**config.mk**
```make
export PLATFORM = sky130hd
export DESIGN_NAME = umi_fifo_flex
export DESIGN_NICKNAME = d
export VERILOG_FILES = /design/src/verilog/umi_pkg.sv /design/src/verilog/umi_flex_pkg.sv /design/src/verilog/umi_flex_ctrl.sv /design/src/verilog/umi_split_datapath.sv /design/src/verilog/umi_beat_fifo.sv /design/src/verilog/umi_fifo_flex.sv
export VERILOG_INCLUDE_DIRS = /design/src /design/src/verilog
export SDC_FILE = /design/constraint.sdc
export NUM_CORES = 2
export LEC_CHECK = 0
export BUFFER_PORTS_ARGS = -buffer_cell sky130_fd_sc_hd__buf_2
export CAP_MARGIN = 5
export CORE_MARGIN = 5
export CORE_UTILIZATION = 52
export CTS_CLUSTER_DIAMETER = 40
export DETAILED_ROUTE_END_ITERATION = 6
export GPL_ROUTABILITY_DRIVEN = 0
export GPL_TIMING_DRIVEN = 0
export HOLD_SLACK_MARGIN = 0.03
export PLACE_DENSITY_LB_ADDON = 0.1
export SYNTH_ARGS = -nofsm -noshare
export SYNTH_HDL_FRONTEND = slang
export SYNTH_SLANG_ARGS = --single-unit
```
**constraint.sdc**
```tcl
create_clock -name umi_in_clk -period 10.5 [get_ports umi_in_clk]
set_input_delay 2.625 -clock umi_in_clk [delete_from_list [all_inputs] [get_ports umi_in_clk]]
set_output_delay 2.625 -clock umi_in_clk [all_outputs]
set_load 0.05 [all_outputs]
```
**src/verilog/umi_flex_defs.svh**
```systemverilog
`ifndef UMI_FLEX_DEFS_SVH
`define UMI_FLEX_DEFS_SVH

//######################################################################
// UMI bus widths
//######################################################################

`define UMI_CW   32   // Command
`define UMI_AW   64   // Source and destination address
`define UMI_IDW  256  // Wide input data
`define UMI_ODW  64   // Narrow output data

//######################################################################
// Elastic buffer
//######################################################################

// Beat entries as a power of two
`define UMI_FIFO_DEPTH 4

`endif

```
**src/verilog/umi_pkg.sv**
```systemverilog
`include "umi_flex_defs.svh"

package umi_pkg;

   //###################################################################
   // Raw bus vectors
   //###################################################################

   typedef logic [`UMI_CW-1:0]  umi_cmd_vec_t;
   typedef logic [`UMI_AW-1:0]  umi_addr_t;
   typedef logic [`UMI_IDW-1:0] umi_idata_t;  // Request side data
   typedef logic [`UMI_ODW-1:0] umi_odata_t;  // Beat side data

   //###################################################################
   // Command word
   //###################################################################

   // Fields listed from the top bit down
   typedef struct packed {
      logic [4:0] hostid;
      logic [1:0] user;
      logic       ex;
      logic       eof;
      logic       eom;     // End of message
      logic [1:0] prot;
      logic [3:0] qos;
      logic [7:0] len;     // Words minus one
      logic [2:0] size;    // Log2 of word bytes
      logic [4:0] opcode;
   } umi_cmd_t;

endpackage

```
**src/verilog/umi_flex_pkg.sv**
```systemverilog
package umi_flex_pkg;

   // Splitter sequencing
   typedef enum logic {
      SPLIT_IDLE,  // Next beat comes from the input
      SPLIT_BUSY   // Remainder of a request pending
   } split_state_t;

   // One narrow beat as stored in the FIFO
   typedef struct packed {
      umi_pkg::umi_cmd_t   cmd;
      umi_pkg::umi_addr_t  dstaddr;
      umi_pkg::umi_addr_t  srcaddr;
      umi_pkg::umi_odata_t data;
   } umi_beat_t;

endpackage

```
**src/verilog/umi_flex_ctrl.sv**
```systemverilog
`timescale 1ns/1ps

module umi_flex_ctrl
  (
   input  logic                       umi_in_clk,
   input  logic                       umi_in_nreset,
   input  logic                       bypass,
   input  logic                       umi_in_valid,
   input  logic                       umi_out_ready,
   input  logic                       more_beats,
   input  logic                       fifo_full,
   input  logic                       fifo_empty,
   output logic                       umi_in_ready,
   output logic                       beat_take,
   output logic                       fifo_push,
   output logic                       fifo_pop,
   output logic                       umi_out_valid,
   output umi_flex_pkg::split_state_t state
   );

   import umi_flex_pkg::*;

   logic busy;
   logic beat_avail;

   assign busy       = (state == SPLIT_BUSY);
   assign beat_avail = umi_in_valid | busy;  // Fresh request or remainder

   //###################################################################
   // Beat consumption
   //###################################################################

   // FIFO write, or an output transfer when the FIFO is skipped
   assign beat_take = bypass ? (beat_avail & umi_out_ready) :
                               (beat_avail & ~fifo_full);

   assign fifo_push = ~bypass & beat_avail & ~fifo_full;
   assign fifo_pop  = ~bypass & ~fifo_empty & umi_out_ready;

   //###################################################################
   // Handshakes
   //###################################################################

   assign umi_out_valid = bypass ? beat_avail : ~fifo_empty;

   // New request only once the remainder is drained
   assign umi_in_ready = ~busy & (bypass ? umi_out_ready : ~fifo_full);

   always_ff @(posedge umi_in_clk or negedge umi_in_nreset)
   begin
      if (!umi_in_nreset)
      begin
         state <= SPLIT_IDLE;
      end
      else if (beat_take)
      begin
         state <= more_beats ? SPLIT_BUSY : SPLIT_IDLE;
      end
   end

endmodule

```
**src/verilog/umi_split_datapath.sv**
```systemverilog
`timescale 1ns/1ps
`include "umi_flex_defs.svh"

module umi_split_datapath
  (
   input  logic                    umi_in_clk,
   input  logic                    umi_in_nreset,
   input  logic                    beat_take,
   input  logic                    busy,
   input  umi_pkg::umi_cmd_t       umi_in_cmd,
   input  umi_pkg::umi_addr_t      umi_in_dstaddr,
   input  umi_pkg::umi_addr_t      umi_in_srcaddr,
   input  umi_pkg::umi_idata_t     umi_in_data,
   output logic                    more_beats,
   output umi_flex_pkg::umi_beat_t beat
   );

   import umi_pkg::*;

   localparam int BEAT_BYTES = `UMI_ODW / 8;

   umi_cmd_t   rem_cmd;
   umi_addr_t  rem_dstaddr;
   umi_addr_t  rem_srcaddr;
   umi_idata_t rem_data;

   umi_cmd_t   cur_cmd;
   umi_addr_t  cur_dstaddr;
   umi_addr_t  cur_srcaddr;
   umi_idata_t cur_data;
   umi_cmd_t   rem_cmd_next;
   logic [3:0] words_per_beat;
   logic [8:0] len_plus_one;

   // Remainder takes over while a split is in progress
   assign cur_cmd     = busy ? rem_cmd     : umi_in_cmd;
   assign cur_dstaddr = busy ? rem_dstaddr : umi_in_dstaddr;
   assign cur_srcaddr = busy ? rem_srcaddr : umi_in_srcaddr;
   assign cur_data    = busy ? rem_data    : umi_in_data;

   //###################################################################
   // Beat sizing
   //###################################################################

   // Words wider than the output bus still go one per beat
   assign words_per_beat = (cur_cmd.size > 3'd3) ? 4'd1 : 4'(BEAT_BYTES >> cur_cmd.size);
   assign len_plus_one   = {1'b0, cur_cmd.len} + 9'd1;
   assign more_beats     = len_plus_one > {5'd0, words_per_beat};

   always_comb
   begin
      beat.cmd     = cur_cmd;
      beat.cmd.len = more_beats ? {4'd0, words_per_beat - 4'd1} : cur_cmd.len;
      beat.cmd.eom = cur_cmd.eom & ~more_beats;  // Last beat only
      beat.dstaddr = cur_dstaddr;
      beat.srcaddr = cur_srcaddr;
      beat.data    = cur_data[`UMI_ODW-1:0];
   end

   // Words left after this beat with eom kept for the tail
   always_comb
   begin
      rem_cmd_next     = cur_cmd;
      rem_cmd_next.len = cur_cmd.len - {4'd0, words_per_beat};
   end

   //###################################################################
   // Remainder registers
   //###################################################################

   always_ff @(posedge umi_in_clk or negedge umi_in_nreset)
   begin
      if (!umi_in_nreset)
         rem_cmd <= '0;
      else if (beat_take)
         rem_cmd <= rem_cmd_next;
   end

   always_ff @(posedge umi_in_clk)
   begin
      if (beat_take)
      begin
         rem_dstaddr <= cur_dstaddr + BEAT_BYTES;
         rem_srcaddr <= cur_srcaddr + BEAT_BYTES;
         rem_data    <= cur_data >> `UMI_ODW;  // Next slice to the bottom
      end
   end

endmodule

```
**src/verilog/umi_beat_fifo.sv**
```systemverilog
`timescale 1ns/1ps

module umi_beat_fifo
  #(parameter int DEPTH = 4)  // Power of two
  (
   input  logic                    umi_in_clk,
   input  logic                    umi_in_nreset,
   input  logic                    push,
   input  logic                    pop,
   input  umi_flex_pkg::umi_beat_t din,
   output umi_flex_pkg::umi_beat_t dout,
   output logic                    full,
   output logic                    empty
   );

   import umi_flex_pkg::*;

   localparam int PW = $clog2(DEPTH);

   umi_beat_t   mem [DEPTH];
   logic [PW:0] wr_ptr;  // Extra bit tells full from empty
   logic [PW:0] rd_ptr;
   logic        do_push;
   logic        do_pop;

   assign do_push = push & ~full;
   assign do_pop  = pop & ~empty;

   assign empty = (wr_ptr == rd_ptr);
   assign full  = (wr_ptr[PW] != rd_ptr[PW]) &&
                  (wr_ptr[PW-1:0] == rd_ptr[PW-1:0]);

   assign dout = mem[rd_ptr[PW-1:0]];  // Head visible without a read

   always_ff @(posedge umi_in_clk or negedge umi_in_nreset)
   begin
      if (!umi_in_nreset)
      begin
         wr_ptr <= '0;
         rd_ptr <= '0;
      end
      else
      begin
         if (do_push)
            wr_ptr <= wr_ptr + 1'b1;
         if (do_pop)
            rd_ptr <= rd_ptr + 1'b1;
      end
   end

   // Storage
   always_ff @(posedge umi_in_clk)
   begin
      if (do_push)
         mem[wr_ptr[PW-1:0]] <= din;
   end

endmodule

```
**src/verilog/umi_fifo_flex.sv**
```systemverilog
`timescale 1ns/1ps
`include "umi_flex_defs.svh"

module umi_fifo_flex
  (
   input  logic                umi_in_clk,
   input  logic                umi_in_nreset,
   input  logic                bypass,        // Skip the FIFO
   input  logic                umi_in_valid,
   input  umi_pkg::umi_cmd_t   umi_in_cmd,
   input  umi_pkg::umi_addr_t  umi_in_dstaddr,
   input  umi_pkg::umi_addr_t  umi_in_srcaddr,
   input  umi_pkg::umi_idata_t umi_in_data,
   output logic                umi_in_ready,
   output logic                umi_out_valid,
   output umi_pkg::umi_cmd_t   umi_out_cmd,
   output umi_pkg::umi_addr_t  umi_out_dstaddr,
   output umi_pkg::umi_addr_t  umi_out_srcaddr,
   output umi_pkg::umi_odata_t umi_out_data,
   input  logic                umi_out_ready,
   output logic                fifo_full,
   output logic                fifo_empty
   );

   import umi_flex_pkg::*;

   split_state_t split_state;
   logic         split_busy;
   logic         more_beats;
   logic         beat_take;
   logic         fifo_push;
   logic         fifo_pop;
   umi_beat_t    cur_beat;
   umi_beat_t    fifo_head;
   umi_beat_t    out_beat;

   assign split_busy = (split_state == SPLIT_BUSY);

   umi_flex_ctrl u_ctrl
     (.umi_in_clk    (umi_in_clk),
      .umi_in_nreset (umi_in_nreset),
      .bypass        (bypass),
      .umi_in_valid  (umi_in_valid),
      .umi_out_ready (umi_out_ready),
      .more_beats    (more_beats),
      .fifo_full     (fifo_full),
      .fifo_empty    (fifo_empty),
      .umi_in_ready  (umi_in_ready),
      .beat_take     (beat_take),
      .fifo_push     (fifo_push),
      .fifo_pop      (fifo_pop),
      .umi_out_valid (umi_out_valid),
      .state         (split_state));

   umi_split_datapath u_datapath
     (.umi_in_clk     (umi_in_clk),
      .umi_in_nreset  (umi_in_nreset),
      .beat_take      (beat_take),
      .busy           (split_busy),
      .umi_in_cmd     (umi_in_cmd),
      .umi_in_dstaddr (umi_in_dstaddr),
      .umi_in_srcaddr (umi_in_srcaddr),
      .umi_in_data    (umi_in_data),
      .more_beats     (more_beats),
      .beat           (cur_beat));

   umi_beat_fifo #(.DEPTH(`UMI_FIFO_DEPTH)) u_fifo
     (.umi_in_clk    (umi_in_clk),
      .umi_in_nreset (umi_in_nreset),
      .push          (fifo_push),
      .pop           (fifo_pop),
      .din           (cur_beat),
      .dout          (fifo_head),
      .full          (fifo_full),
      .empty         (fifo_empty));

   //###################################################################
   // Output select
   //###################################################################

   assign out_beat = bypass ? cur_beat : fifo_head;  // Zero latency path

   assign umi_out_cmd     = out_beat.cmd;
   assign umi_out_dstaddr = out_beat.dstaddr;
   assign umi_out_srcaddr = out_beat.srcaddr;
   assign umi_out_data    = out_beat.data;

endmodule

```
* Yosys cells after proc, flatten, opt, wreduce, memory -nomap -nowiden
Memories as Yosys holds them, arrays and structs flattened. Cells that the tools add are included.
Word-level totals: flip-flop bits (word level) 359, memory bits (writable) 896, input port bits 421, word-level logic and storage cells 61, memories 1
Memories:
- u_fifo.mem | words 4, bits a word 224, rd ports 1, clocked after memory_dff 0, wr ports 1, line umi_beat_fifo.sv:20 | umi_beat_t mem [DEPTH];
Cells by class: $add $sub $neg 7, order comparisons 2, equal/unequal tests 3, shift operators 1, multiplexer cells 13, bitwise logic cells 16, reductions and logical operators 1
Operators with widths (number):
- 224-bit two-way mux | 1
- 192-bit two-way mux | 1
- 64-bit by 4-bit adder with 64-bit output (second input constant) | 2
- 64-bit two-way mux | 2
- 32-bit two-way mux | 1
- 1-bit bitwise AND | 10
- 8-bit by 1-bit adder with 9-bit output (second input constant) | 1
- 9-bit by 4-bit > comparator with 1-bit output | 1
- 8-bit two-way mux | 1
- 8-bit by 4-bit subtractor with 8-bit output | 1
- 3-bit by 1-bit adder with 3-bit output (second input constant) | 2
- 1-bit two-way mux | 6
- 1-bit NOT | 5
- 4-bit two-way mux | 1
- 4-bit by 3-bit right shift with 4-bit output (first input constant) | 1
- 4-bit by 1-bit subtractor with 4-bit output (second input constant) | 1
- 3-bit equality test | 1
- 3-bit by 2-bit > comparator with 1-bit output (second input constant) | 1
- 2-bit equality test | 1
- 1-bit logical AND | 1
- 1-bit inequality test | 1
- 1-bit bitwise OR | 1

* Longest topological paths before layout
depth in word-level cells 7, depth in mapped cells 19

* By module
A second synthesis with hierarchy kept.
Second synthesis, totals: cell total of the unflattened synthesis 3079, area total of the unflattened synthesis 56309.0 µm²
Modules (own cells, without submodules):
- umi_beat_fifo | instances 1, cells an instance 1218, area each 32748.9 µm², seq. area each 27055.9 µm²
- umi_split_datapath | instances 1, cells an instance 1600, area each 20100.5 µm², seq. area each 10410.0 µm²
- umi_fifo_flex | instances 1, cells an instance 249, area each 3367.0 µm², seq. area each 0.0 µm²
- umi_flex_ctrl | instances 1, cells an instance 12, area each 92.6 µm², seq. area each 25.0 µm²

* Worst setup path after synthesis
OpenSTA, ideal clock, no wires.
path kind input-to-reg, start point input umi_out_ready, end point register u_datapath.rem_data[0] (enable), setup time 0.807 ns, data arrival time 12.218 ns, data required time 9.693 ns, setup slack -2.525 ns, stages 6, path through nand2b_1 > o41a_1 > o21ai_1 > inv_1 > clkbuf_1 > buf_1
Between the ends: cells in the longest elaborated chain, start to end 2
RTL lines:
- from (decl) | line umi_fifo_flex.sv:20 | input logic umi_out_ready,
- 1-bit bitwise AND | line umi_flex_ctrl.sv:34 | assign beat_take = bypass ? (beat_avail & umi_out_ready) :
- 1-bit two-way mux | line umi_flex_ctrl.sv:34
- via beat_take | line umi_fifo_flex.sv:30 | logic beat_take;
- to (signal assigned) | line umi_split_datapath.sv:85 | rem_data <= cur_data >> `UMI_ODW;
- to (decl) | line umi_split_datapath.sv:25 | umi_idata_t rem_data;
The timed path passes the listed nets, and every way through them passes these cells. A chain may end at the register's enable or synchronous reset.

==> results.json <==
{
  "status": "finished, final reports clean",
  "ant_nets": 0,
  "drc": 0,
  "hold_ws_ps": 473,
  "path_max_fanout": 19,
  "synthTopCellsByArea": "edfxtp_1 67%, mux4_2 9.2%, mux2_2 6.9%, nand2_1 5.0%, dfrtp_1 1.8%",
  "synth-edff-count": 1216,
  "grt_busiest_layer": "met2",
  "first_iter_violations": 3173,
  "drive_above_1_share": 0.359,
  "power.density_nw_per_um2": 343,
  "clock.fmax_ghz": 0.103,
  "p_sw_frac": 0.365,
  "finalMaxSlewViolations": 0,
  "antenna_found_initial": 47,
  "drv_cap": 0,
  "relSlewSlack": 0.0808,
  "placed_cell_area_sq_um": 60300,
  "clock-sinks": 1255,
  "io_pins": 649,
  "crit_required_ps": 7880,
  "viasPerCell": 5.77,
  "cts_tree": "built",
  "cts_resized": 0,
  "die_y_microns": 334,
  "fin_util": 0.631,
  "use_met2": 0.443,
  "min_path_type": "reg2reg",
  "dp_hpwl_mm": 108,
  "port_buffers": 648,
  "hold_violations": 0,
  "clock_skew_ps": 29.1,
  "clock_power_share": 0.253,
  "yosysTopAreaCellShare": 0.668,
  "setup_violations": 0,
  "seqPwrFrac": 0.380,
  "p_int_mw": 14.4,
  "clock_latency_ps": 750,
  "grt_pass1_vias": 33800,
  "cts_hold_buffers": 0,
  "synth-main-ff-cell": "edfxtp_1",
  "start_kind": "register",
  "gr-usage-met3": 0.0712,
  "cp-end-kind": "primary output",
  "netlist_area_sq_um": 54700,
  "grt_setup_unrepaired": "false",
  "critPathKind": "reg2out",
  "ys_warn_count": 0,
  "wl_mm": 156,
  "yosysTopAreaCell": "edfxtp_1",
  "cp.arrival_ps": 7070,
  "cts_root_buffer": "clkbuf_16",
  "synthCells": 3408,
  "grtUsageTotal": 0.275,
  "p_switching_mw": 8.28,
  "dieWidth_microns": 334,
  "start_util": 0.521,
  "clock_path_buffers": 3,
  "fin_area_sq_um": 66100,
  "combPwrFrac": 0.366,
  "post_cts_buffers": 0,
  "rows": 119,
  "grt_max_degree": 96,
  "grt.overflow.total": 0,
  "cts_buffers": 169,
  "final.setup.tns_ps": 0,
  "die_area_sq_um": 112000,
  "ys_seq_area_frac": 0.686,
  "peakVddDrop_mv": 0.219,
  "avgRoutedWirePerCell_microns": 26.8,
  "h-tree-depth": 4,
  "grtUsageMet1": 0.370,
  "finalPower_mw": 22.7,
  "grt_first_pass_wirelength_mm": 225,
  "timing.final.crit_share": 0.923,
  "vias": 33600,
  "async_flop_share": 0.0311,
  "syn_avg_cell_area_sq_um": 16.0,
  "ys_ff_latch": 1255,
  "clkTransAtPathRegs_ps": 50,
  "yosysUniqueCellTypes": 65,
  "area_growth_pct": 20.9,
  "tightest_slew_ps": 1380,
  "power.leakage_nw": 24.8,
  "coreArea_sq_um": 105000,
  "firstDrtPassIters": 7,
  "final_nets": 4699,
  "finalCriticalPeriod_ps": 9700
}
-- per-stage QoR --
step,cells,worst slack [ps]
2_1_floorplan,3419,1450
3_3_place_gp,5458,-4080
3_5_place_dp,5480,793
4_1_cts,5791,722
5_1_grt,5802,586
6_report,5824,805
-- power by group through the flow --
| stage | sequential (mW) | clock [mW] | combinational, mW |
|---|---|---|---|
| floorplan | 8.80 | 0 | 5.88 |
| global placement | 9.20 | 0 | 8.11 |
| detailed placement | 8.70 | 0 | 8.36 |
| CTS | 8.62 | 5.83 | 8.39 |
| global route | 8.76 | 6.06 | 8.86 |
| finish | 8.62 | 5.75 | 8.31 |
-- Yosys cell counts (4+ instances only) --
cell type / count
nand3b_1: 32
xor2_1: 46
buf_4: 4
nand2b_1: 6
dfrtp_1: 39
clkbuf_1: 86
edfxtp_1: 1216
a21oi_1: 16
mux2_2: 335
mux4_2: 224
mux2i_1: 31
nand2_1: 729
nor2_1: 33
buf_1: 37
nand4b_1: 20
nand3_1: 77
a222oi_1: 4
nand4_1: 38
inv_1: 39
o22ai_1: 5
and3_1: 4
xnor2_1: 85
nor3_1: 11
and2_1: 14
a22oi_1: 16
a211oi_1: 5
a31oi_1: 5
a32o_1: 9
buf_6: 4
a21o_1: 10
o21ai_0: 43
nor4_1: 5
nor2b_1: 79
buf_2: 37
ha_1: 18
-- layer usage --
metal  wire [microns]  vias to the layer above
li1                 -                    14800
met1            61600                    17000
met2            75800                     1412
met3            13600                      295
met4             4740                       24
met5              144                        -
-- registers in the layout, summed over array words and instances (netlist names) --
name and count:
u_datapath.rem_srcaddr 64, u_datapath.rem_dstaddr 64, u_fifo.rd_ptr 3, u_fifo.wr_ptr 3
u_datapath.rem_cmd 32, u_ctrl.state 1, u_datapath.rem_data 192, u_fifo.mem 896
-- placed cells by master, fill, tap and decap left out, types with 32 or more instances in the layout --
cell       instances
buf_2            686
nand3_1           77
nand2_1          729
nor2_1            33
edfxtp_1        1216
clkbuf_1         102
mux4_2           224
dfrtp_1           39
nand4_1           38
o21ai_0           43
xor2_1            46
nand3b_1          32
diode_2           33
xnor2_1           85
buf_1             34
inv_1             39
nor2b_1           79
mux2_2           335
clkbuf_16        175
-- final timing paths --
check,start,end,slack [ps],depth (start not counted)
setup / recovery,u_ctrl.state,umi_out_cmd[9],800,18
hold / removal,u_datapath.rem_cmd[31],u_datapath.rem_cmd[31],470,2
setup reg to reg,u_ctrl.state,u_datapath.rem_dstaddr[63],3090,16
max in group asynchronous,umi_in_nreset,u_datapath.rem_cmd[22],7820,1
min in group asynchronous,umi_in_nreset,u_datapath.rem_cmd[27],2030,1
hold reg to reg,u_datapath.rem_cmd[31],u_datapath.rem_cmd[31],470,2
-- worst max-delay path: stages, from the launching register on --
cell	delay [ps]
dfrtp_1	450
buf_6	210
buf_6	190
buf_6	230
buf_2	430
buf_2	500
buf_2	790
clkbuf_1	640
a21oi_1	190
inv_1	190
ha_1	260
ha_1	290
nor2b_1	130
o211ai_1	160
a21oi_1	150
nor3_2	460
mux2i_1	470
mux2_2	230
buf_2	290
-- cells by family after synthesis --
kind of cell,count (synthesis),share of synthesized area
flip-flops,1255,0.686
AND/OR/NAND/NOR,1071,0.0887
multiplexers,590,0.167
buffers and inverters,209,0.0164
AO/OA/AOI/OAI,132,0.0164
XOR/XNOR,131,0.0210
adder cells (fa/ha/maj),19,0.00449
other,1,0.0000686
-- area by class of cell --
| class | instances | area (sq um) |
|---|---|---|
| clock inverter | 112 | 1220 |
| buffer | 169 | 767 |
| sequential | 1255 | 37500 |
| fill | 7898 | 38700 |
| inverter | 39 | 146 |
| multi-input combinational | 1955 | 16300 |
| tap | 1391 | 1740 |
| antenna | 33 | 82.6 |
| clock buffer | 200 | 4510 |
| timing repair buffer | 670 | 3820 |
Power figures use the tool's default switching activity.
